<file path="src/design/gssl_frame_pkg.sv">
`default_nettype none

package gssl_frame_pkg;

	// data bytes per word, low byte first
	localparam int WORD_BYTES = 4;
	localparam int WORD_W     = 32;

	// RAM address, word count and L share one width
	localparam int ADDR_W = 8;
	localparam int CHS_W  = 8;

	// sequencer states
	typedef enum logic [2:0]
	{
		FS_IDLE,
		FS_BYTE,
		FS_CHS,
		FS_SYNC,
		FS_EOF
	} frame_state_t;

	// byte position inside a word
	typedef logic [$clog2(WORD_BYTES)-1:0] byte_slot_t;

endpackage

`default_nettype wire

</file>
<file path="src/design/gssl_symbol_pkg.sv">
`default_nettype none

package gssl_symbol_pkg;

	// width of one decoded symbol
	localparam int BYTE_W = 8;

	// K28.x values as delivered by the 8b/10b decoder
	localparam logic [BYTE_W-1:0] K_SOF  = 8'h1c;
	localparam logic [BYTE_W-1:0] K_EOF  = 8'h3c;
	localparam logic [BYTE_W-1:0] K_TTC  = 8'h5c;
	localparam logic [BYTE_W-1:0] K_SYNC = 8'hbc;

	// class of a registered symbol
	// any K-code not listed above, ATC included, lands in SYM_BAD
	typedef enum logic [2:0]
	{
		SYM_DATA,
		SYM_SOF,
		SYM_EOF,
		SYM_TTC,
		SYM_SYNC,
		SYM_BAD
	} sym_class_t;

endpackage

`default_nettype wire

</file>
<file path="src/design/gssl_frame_sequencer.sv">
`timescale 1ns/1ns
`default_nettype none

module gssl_frame_sequencer
(
	input  wire                                   GSSL_RXCLK,
	input  wire                                   rst_in,
	input  wire gssl_symbol_pkg::sym_class_t      sym_class,
	input  wire [gssl_symbol_pkg::BYTE_W-1:0]     sym_data,
	input  wire                                   sym_valid,
	output logic                                  byte_en,
	output gssl_frame_pkg::byte_slot_t            byte_slot,
	output logic                                  chs_en,
	output logic                                  word_commit,
	output logic [gssl_frame_pkg::ADDR_W-1:0]     word_idx,
	output logic [gssl_frame_pkg::ADDR_W-1:0]     head_len,
	output logic [gssl_frame_pkg::ADDR_W-1:0]     head_base,
	output logic                                  frame_start,
	output logic [gssl_symbol_pkg::BYTE_W-1:0]    word_data,
	output logic [2*gssl_frame_pkg::ADDR_W-1:0]   rx_frame_head_data,
	output logic                                  rx_ttc_trigger,
	output logic                                  rx_frame_busy,
	output logic                                  rx_frame_done,
	output logic                                  rx_frame_seq_err
);

	import gssl_symbol_pkg::*;
	import gssl_frame_pkg::*;

	frame_state_t state;
	byte_slot_t   slot;
	logic         expected;

	assign rx_frame_head_data = {head_base, head_len};

	// symbols each state accepts, TTC aside
	// a SYNC where a data byte belongs just stalls the frame
	always_comb
	begin
		case (state)
			FS_IDLE: expected = (sym_class == SYM_DATA) || (sym_class == SYM_SOF) ||
				(sym_class == SYM_SYNC);
			FS_BYTE, FS_CHS: expected = (sym_class == SYM_DATA) || (sym_class == SYM_SYNC);
			FS_SYNC: expected = (sym_class == SYM_SYNC);
			FS_EOF: expected = (sym_class == SYM_EOF) || (sym_class == SYM_SYNC);
			default: expected = 1'b0;
		endcase
	end

	always_ff @(posedge GSSL_RXCLK or posedge rst_in)
	begin
		if (rst_in)
		begin
			state            <= FS_IDLE;
			slot             <= '0;
			word_idx         <= '0;
			head_len         <= '0;
			head_base        <= '0;
			byte_en          <= 1'b0;
			byte_slot        <= '0;
			chs_en           <= 1'b0;
			word_commit      <= 1'b0;
			frame_start      <= 1'b0;
			rx_ttc_trigger   <= 1'b0;
			rx_frame_busy    <= 1'b0;
			rx_frame_done    <= 1'b0;
			rx_frame_seq_err <= 1'b0;
		end
		else
		begin
			// strobes last one cycle
			byte_en          <= 1'b0;
			chs_en           <= 1'b0;
			word_commit      <= 1'b0;
			frame_start      <= 1'b0;
			rx_ttc_trigger   <= 1'b0;
			rx_frame_done    <= 1'b0;
			rx_frame_seq_err <= 1'b0;

			if (sym_valid)
			begin
				if (sym_class == SYM_TTC)
					rx_ttc_trigger <= 1'b1;
				else if (!expected)
				begin
					// abort, frame progress is discarded
					state            <= FS_IDLE;
					rx_frame_busy    <= 1'b0;
					rx_frame_seq_err <= 1'b1;
				end
				else
				begin
					case (state)
						FS_IDLE:
						begin
							if (sym_class == SYM_SOF)
							begin
								state         <= FS_BYTE;
								slot          <= '0;
								word_idx      <= '0;
								frame_start   <= 1'b1;
								rx_frame_busy <= 1'b1;
							end
						end
						FS_BYTE:
						begin
							if (sym_class == SYM_DATA)
							begin
								byte_en   <= 1'b1;
								byte_slot <= slot;
								slot      <= slot + 1'b1;
								if (slot == byte_slot_t'(WORD_BYTES - 1))
									state <= FS_CHS;
								// head word carries L and base
								if (word_idx == '0 && slot == byte_slot_t'(0))
									head_len <= sym_data;
								if (word_idx == '0 && slot == byte_slot_t'(1))
									head_base <= sym_data;
							end
						end
						FS_CHS:
						begin
							if (sym_class == SYM_DATA)
							begin
								chs_en <= 1'b1;
								state  <= FS_SYNC;
							end
						end
						FS_SYNC:
						begin
							word_commit <= 1'b1;
							if (word_idx == head_len)
								state <= FS_EOF;
							else
							begin
								state    <= FS_BYTE;
								word_idx <= word_idx + 1'b1;
							end
						end
						FS_EOF:
						begin
							if (sym_class == SYM_EOF)
							begin
								state         <= FS_IDLE;
								rx_frame_busy <= 1'b0;
								rx_frame_done <= 1'b1;
							end
						end
						default: state <= FS_IDLE;
					endcase
				end
			end
		end
	end

	always_ff @(posedge GSSL_RXCLK)
	begin
		word_data <= sym_data;
	end

	a_idle_not_busy: assert property (@(posedge GSSL_RXCLK) disable iff (rst_in)
		(state == FS_IDLE) |-> !rx_frame_busy);

	// commit strobe is issued on the way out of FS_SYNC
	a_commit_from_sync: assert property (@(posedge GSSL_RXCLK) disable iff (rst_in)
		word_commit |-> ($past(state) == FS_SYNC));

endmodule

`default_nettype wire

</file>
<file path="src/design/gssl_rx_receiver.sv">
`timescale 1ns/1ns
`default_nettype none

module gssl_rx_receiver
(
	input  wire                                  GSSL_RXCLK,
	input  wire                                  rst_in,
	input  wire                                  chs_ctrl,
	input  wire                                  decode_k,
	input  wire [gssl_symbol_pkg::BYTE_W-1:0]    decode_data,
	output logic [gssl_frame_pkg::WORD_W-1:0]    rx_dpram_data,
	output logic [gssl_frame_pkg::ADDR_W-1:0]    rx_dpram_waddress,
	output logic                                 rx_dpram_wr,
	output logic [2*gssl_frame_pkg::ADDR_W-1:0]  rx_frame_head_data,
	output logic                                 rx_ttc_trigger,
	output logic                                 rx_frame_busy,
	output logic                                 rx_frame_done,
	output logic                                 rx_frame_chs_err,
	output logic                                 rx_frame_seq_err
);

	import gssl_symbol_pkg::*;
	import gssl_frame_pkg::*;

	// classifier to sequencer
	sym_class_t        sym_class;
	logic [BYTE_W-1:0] sym_data;
	logic              sym_valid;

	// sequencer to word builder
	logic              byte_en;
	byte_slot_t        byte_slot;
	logic              chs_en;
	logic              word_commit;
	logic [ADDR_W-1:0] word_idx;
	logic [ADDR_W-1:0] head_len;
	logic [ADDR_W-1:0] head_base;
	logic              frame_start;
	logic [BYTE_W-1:0] word_data;

	gssl_symbol_classifier u_classifier
	(
		.GSSL_RXCLK  (GSSL_RXCLK),
		.rst_in      (rst_in),
		.decode_k    (decode_k),
		.decode_data (decode_data),
		.sym_class   (sym_class),
		.sym_data    (sym_data),
		.sym_valid   (sym_valid)
	);

	gssl_frame_sequencer u_sequencer
	(
		.GSSL_RXCLK         (GSSL_RXCLK),
		.rst_in             (rst_in),
		.sym_class          (sym_class),
		.sym_data           (sym_data),
		.sym_valid          (sym_valid),
		.byte_en            (byte_en),
		.byte_slot          (byte_slot),
		.chs_en             (chs_en),
		.word_commit        (word_commit),
		.word_idx           (word_idx),
		.head_len           (head_len),
		.head_base          (head_base),
		.frame_start        (frame_start),
		.word_data          (word_data),
		.rx_frame_head_data (rx_frame_head_data),
		.rx_ttc_trigger     (rx_ttc_trigger),
		.rx_frame_busy      (rx_frame_busy),
		.rx_frame_done      (rx_frame_done),
		.rx_frame_seq_err   (rx_frame_seq_err)
	);

	gssl_word_builder u_word_builder
	(
		.GSSL_RXCLK        (GSSL_RXCLK),
		.rst_in            (rst_in),
		.chs_ctrl          (chs_ctrl),
		.byte_en           (byte_en),
		.byte_slot         (byte_slot),
		.chs_en            (chs_en),
		.word_commit       (word_commit),
		.word_idx          (word_idx),
		.head_len          (head_len),
		.head_base         (head_base),
		.frame_start       (frame_start),
		.word_data         (word_data),
		.rx_dpram_data     (rx_dpram_data),
		.rx_dpram_waddress (rx_dpram_waddress),
		.rx_dpram_wr       (rx_dpram_wr),
		.rx_frame_chs_err  (rx_frame_chs_err)
	);

endmodule

`default_nettype wire

</file>
<file path="src/design/gssl_symbol_classifier.sv">
`timescale 1ns/1ns
`default_nettype none

module gssl_symbol_classifier
(
	input  wire                                 GSSL_RXCLK,
	input  wire                                 rst_in,
	input  wire                                 decode_k,
	input  wire [gssl_symbol_pkg::BYTE_W-1:0]   decode_data,
	output gssl_symbol_pkg::sym_class_t         sym_class,
	output logic [gssl_symbol_pkg::BYTE_W-1:0]  sym_data,
	output logic                                sym_valid
);

	import gssl_symbol_pkg::*;

	logic              k_q;
	logic [BYTE_W-1:0] data_q;
	logic              valid_q;

	// input sample stage
	always_ff @(posedge GSSL_RXCLK or posedge rst_in)
	begin
		if (rst_in)
		begin
			k_q     <= 1'b1;
			valid_q <= 1'b0;
		end
		else
		begin
			k_q     <= decode_k;
			valid_q <= 1'b1;
		end
	end

	always_ff @(posedge GSSL_RXCLK)
	begin
		data_q   <= decode_data;
		sym_data <= data_q;
	end

	// class stage, one cycle behind the sample
	always_ff @(posedge GSSL_RXCLK or posedge rst_in)
	begin
		if (rst_in)
		begin
			sym_class <= SYM_SYNC;
			sym_valid <= 1'b0;
		end
		else
		begin
			sym_valid <= valid_q;
			if (!k_q)
				sym_class <= SYM_DATA;
			else
			begin
				case (data_q)
					K_SOF:   sym_class <= SYM_SOF;
					K_EOF:   sym_class <= SYM_EOF;
					K_TTC:   sym_class <= SYM_TTC;
					K_SYNC:  sym_class <= SYM_SYNC;
					default: sym_class <= SYM_BAD;
				endcase
			end
		end
	end

	// the sequencer must only ever see a defined class
	a_class_legal: assert property (@(posedge GSSL_RXCLK) disable iff (rst_in)
		sym_valid |-> sym_class inside {SYM_DATA, SYM_SOF, SYM_EOF, SYM_TTC, SYM_SYNC, SYM_BAD});

endmodule

`default_nettype wire

</file>
<file path="src/design/gssl_word_builder.sv">
`timescale 1ns/1ns
`default_nettype none

module gssl_word_builder
(
	input  wire                                  GSSL_RXCLK,
	input  wire                                  rst_in,
	input  wire                                  chs_ctrl,
	input  wire                                  byte_en,
	input  wire gssl_frame_pkg::byte_slot_t      byte_slot,
	input  wire                                  chs_en,
	input  wire                                  word_commit,
	input  wire [gssl_frame_pkg::ADDR_W-1:0]     word_idx,
	input  wire [gssl_frame_pkg::ADDR_W-1:0]     head_len,
	input  wire [gssl_frame_pkg::ADDR_W-1:0]     head_base,
	input  wire                                  frame_start,
	input  wire [gssl_symbol_pkg::BYTE_W-1:0]    word_data,
	output logic [gssl_frame_pkg::WORD_W-1:0]    rx_dpram_data,
	output logic [gssl_frame_pkg::ADDR_W-1:0]    rx_dpram_waddress,
	output logic                                 rx_dpram_wr,
	output logic                                 rx_frame_chs_err
);

	import gssl_symbol_pkg::*;
	import gssl_frame_pkg::*;

	logic [WORD_W-1:0] word_q;
	logic [CHS_W-1:0]  sum_q;
	logic [CHS_W-1:0]  chs_sum;
	logic [CHS_W-1:0]  chs_exp;
	logic [ADDR_W-1:0] addr_q;
	logic              wr_pend;

	// S = four bytes + L - k
	// on the head word L is byte 0, so that byte counts twice
	assign chs_sum = sum_q + head_len - word_idx;

	// chs_ctrl high selects positive polarity
	assign chs_exp = chs_ctrl ? chs_sum + 1'b1 : ~chs_sum;

	always_ff @(posedge GSSL_RXCLK)
	begin
		if (byte_en)
		begin
			word_q[byte_slot*BYTE_W +: BYTE_W] <= word_data;
			if (byte_slot == '0)
				sum_q <= word_data;
			else
				sum_q <= sum_q + word_data;
		end

		// target address, k is still the current word here
		if (chs_en)
			addr_q <= head_base + word_idx - 1'b1;

		if (word_commit)
		begin
			rx_dpram_data     <= word_q;
			rx_dpram_waddress <= addr_q;
		end
	end

	always_ff @(posedge GSSL_RXCLK or posedge rst_in)
	begin
		if (rst_in)
		begin
			wr_pend          <= 1'b0;
			rx_dpram_wr      <= 1'b0;
			rx_frame_chs_err <= 1'b0;
		end
		else
		begin
			rx_dpram_wr      <= word_commit && wr_pend;
			rx_frame_chs_err <= chs_en && (word_data != chs_exp);

			// only data words (k >= 1) are written
			if (frame_start || word_commit)
				wr_pend <= 1'b0;
			else if (chs_en)
				wr_pend <= (word_idx != '0);
		end
	end

	// at most one write per word, and words are several cycles apart
	a_wr_single: assert property (@(posedge GSSL_RXCLK) disable iff (rst_in)
		rx_dpram_wr |=> !rx_dpram_wr);

endmodule

`default_nettype wire

</file>
<file path="config.mk">
export PLATFORM = sky130hd
export DESIGN_NAME = gssl_rx_receiver
export DESIGN_NICKNAME = d
export VERILOG_FILES = /design/src/design/gssl_frame_pkg.sv /design/src/design/gssl_symbol_pkg.sv /design/src/design/gssl_frame_sequencer.sv /design/src/design/gssl_rx_receiver.sv /design/src/design/gssl_symbol_classifier.sv /design/src/design/gssl_word_builder.sv
export SDC_FILE = /design/constraint.sdc
export NUM_CORES = 1
export LEC_CHECK = 0
export BUFFER_PORTS_ARGS = -buffer_cell sky130_fd_sc_hd__buf_4
export CORE_MARGIN = 3
export CORE_UTILIZATION = 58
export CTS_CLUSTER_SIZE = 30
export DETAILED_ROUTE_END_ITERATION = 12
export PLACE_DENSITY = 0.79
export RECOVER_POWER = 25
export SYNTH_ARGS = -nofsm -noshare
export SYNTH_HDL_FRONTEND = slang
export SYNTH_SLANG_ARGS = --single-unit
</file>
<file path="constraint.sdc">
create_clock -name GSSL_RXCLK -period 5.3 [get_ports GSSL_RXCLK]
set_input_delay 1.06 -clock GSSL_RXCLK [delete_from_list [all_inputs] [get_ports GSSL_RXCLK]]
set_output_delay 1.06 -clock GSSL_RXCLK [all_outputs]
set_load 0.005 [all_outputs]
</file>
==> results.txt <==
Clk pin slew, worst setup/hold paths - 0.06 ns
commonest non-fill, non-tap cell in the layout - edfxtp_1
Final Core Density - 0.7061
routed wire length - 13550 µm
row count - 40
Post-synth EDFFs - 88
worst-skew pair later-pin latency - 0.42 ns
Starting Density - 0.6046
Max Fclk - 337.5 MHz
Placer Congestion - 0.8583
setup_tns - 0 ns
Max Cap Viol - 1
slew at the pin closest to its max-slew limit - 2.029 ns
Final setup viols - 0
Synth async-reset ratio - 0.3000
total gr overflow - 0
Post-Syn Area per Cell - 13.02 µm²
Worst Path Required - 5.60 ns
Slew headroom - -0.3530
Syn Inst Count - 567
Crit-path slowest cell - fa_1
Post-DRT Antenna Nets - 0
Via density - 5.171
type of the worst min-delay path - register to register
dpl cells - 800
CP Cell Sequence - inv_1 > fa_1 > fa_1 > and2b_1 > o22ai_1 > xnor2_1 > nand3_1 > o41ai_2 > xnor2_1 > a31oi_1
Yosys top cell area share - 0.3579
initial antenna violation count - 0
CP Capture Type - register
die area - 14120 µm²
top_reg_cell synth - edfxtp_1
synth unique cells - 66
H-tree depth - 4
CP arrival - 3.26 ns
non-filler cells, final - 831
CP Launch Type - register
first-pass GRT wire length - 21620 µm
Crit Path Max Fanout - 4
largest net degree at the start of global routing - 49
Clock Tree Root - clkbuf_16
Bufs on Longest Clock Path - 2
Die Span X - 118.8 µm
Hold Fails Final Rpt - 0
# DRC - 0
Period Utilization, post-route - 0.5590
Die Y - 118.8 µm
Wirelength per Cell - 16.30 µm
number of global-route vias before repair - 4334
Final Skew - 0.007332 ns
largest cells by area after synthesis - edfxtp_1, dfrtp_1, ha_1, dfxtp_1, inv_1
share of layout cells above drive strength 1 - 0.2021
Synth Net Count - 633
Ys Warns - 0
IO Count - 74
area grow syn2layout - 16.79%
hold-fix buffers at CTS - 0
Slew Viols, Final - 42
GRT Resource Usage Total - 0.2020
Crit path largest cell delay - 0.48 ns
minimum clock period - 2.963 ns
CTS buffer count - 17
antenna cell count - 0
area leader, netlist - edfxtp_1
PostCTS Resize Cnt - 0
TritonCTS clock tree - done
CP Class - register to register
sequential area share after synthesis - 0.5860
flops & latches, synth - 160
most frequent cells in the layout - edfxtp_1, inv_1, buf_4
P_leak - 3.794 nW
Detailed Place HPWL - 9843 µm
power per cell area - 523.6 nW/µm²
Max IR drop VDD - 296.8 µV
DRT Pass-1 Iters - 4
Core Region - 12210 µm²
unrepaired setup endpoints after global routing - no
status - complete, but fails checks
clk sinks - 160
Post-Syn Area - 7383 µm²
fin nets - 717
input/output buffers - 73
Post-CTS Setup Inserts - 0
failing checks - capacitance limit, slew limit
DRT iter0 DRCs - 176
DR vias - 4297
## per-stage QoR
stage	worst slack [ns]	instance area [µm²]	total power, W	hold slack [ns]
2_1_floorplan	2.533	7383	0.002995	0.3304
3_3_place_gp	2.437	8095	0.003360	0.3320
3_5_place_dp	2.329	8095	0.003432	0.3397
4_1_cts	2.324	8627	0.004547	0.3530
5_1_grt	2.085	8623	0.004820	0.3602
6_report	2.337	8623	0.004515	0.3530
## critical path: cells and delay by family (launching register included)
kind                     cells  cell delay, ns
AO/OA/AOI/OAI                3            0.50
XOR/XNOR                     2            0.46
adder cells (fa/ha/maj)      2            0.96
buffers and inverters        1            0.15
flip-flops                   1            0.38
AND/OR/NAND/NOR              2            0.39
## report_power, final
| part | switching (W) | internal, W | leakage (nW) |
|---|---|---|---|
| logic | 0.000872 | 0.000860 | 1.86 |
| registers | 0.000162 | 0.00152 | 1.69 |
| clock network | 0.000459 | 0.000643 | 0.247 |
## synthesized netlist by cell type (all sizes together) (3+ instances only)
master  count
dfxtp      24
xor2       11
nand2      25
edfxtp     88
o21ai      17
a31oi       4
a21o        5
ha         45
mux2       20
nor3       11
nor2b       4
buf         7
nand2b      3
and2       38
o21a        4
inv        74
dfrtp      46
nor4        4
and3        5
nand4      10
nor3b       5
nand3       7
fa          9
a21oi      15
xnor2      29
nor2       25
o21bai      5
## cell families (layout without fill, tap and decap cells)
group                      count (synthesis)  after routing  synth area share
and+or+nand+nor                          144            144            0.1173
buffers and inverters                     83            179           0.04491
xor gates and xnor gates                  42             42           0.05474
muxes                                     21             21           0.03999
AOI/OAI and AO/OA                         62             62           0.05593
other                                      1              1         0.0005079
DFF                                      160            160            0.5860
adders and majority gates                 54             54            0.1007
## final timing paths
kind / depth (start not counted) / slack, ns / start / endpoint
max in group asynchronous: 2 / 3.78 / rst_in / u_word_builder.rx_dpram_wr
worst min-delay path: 0 / 0.35 / u_classifier.data_q[2] / u_classifier.sym_data[2]
worst max-delay path: 10 / 2.34 / u_word_builder.sum_q[1] / u_word_builder.rx_frame_chs_err
min in group asynchronous: 2 / 0.90 / rst_in / u_classifier.valid_q
worst min register to register: 0 / 0.35 / u_classifier.data_q[2] / u_classifier.sym_data[2]
worst max register to register: 10 / 2.34 / u_word_builder.sum_q[1] / u_word_builder.rx_frame_chs_err
## per-layer routing
layer / part of all wire / routed length [µm] / vias to the layer above / global-route usage
met5: 0 / 0 / - / 0
met4: 0.010 / 138 / 0 / 0.08979
met3: 0.060 / 819 / 10 / 0.06125
met2: 0.50 / 6733 / 117 / 0.3236
met1: 0.43 / 5857 / 2068 / 0.2551
li1: - / - / 2102 / -
## registers in the layout, indices dropped and copies added (netlist names), 2 cells and up
signal                            count
u_sequencer.head_len                  8
u_sequencer.slot                      2
u_word_builder.addr_q                 8
u_sequencer.word_data                 8
u_classifier.sym_data                 8
u_sequencer.word_idx                  8
u_sequencer.head_base                 8
u_word_builder.rx_dpram_waddress      8
u_classifier.data_q                   8
u_word_builder.sum_q                  8
u_classifier.sym_class                3
u_sequencer.byte_slot                 2
u_word_builder.word_q                32
u_sequencer.state                     3
u_word_builder.rx_dpram_data         32
## final cells by class
type	instances	area, µm²
multi-input combinational	324	2725
clock buffer	22	444.2
clock inverter	9	87.58
sequential	160	4327
tap	168	210.2
fill	881	3588
timing repair buffer	74	551.8
inverter	74	277.8
(Power assumes the default switching activity.)
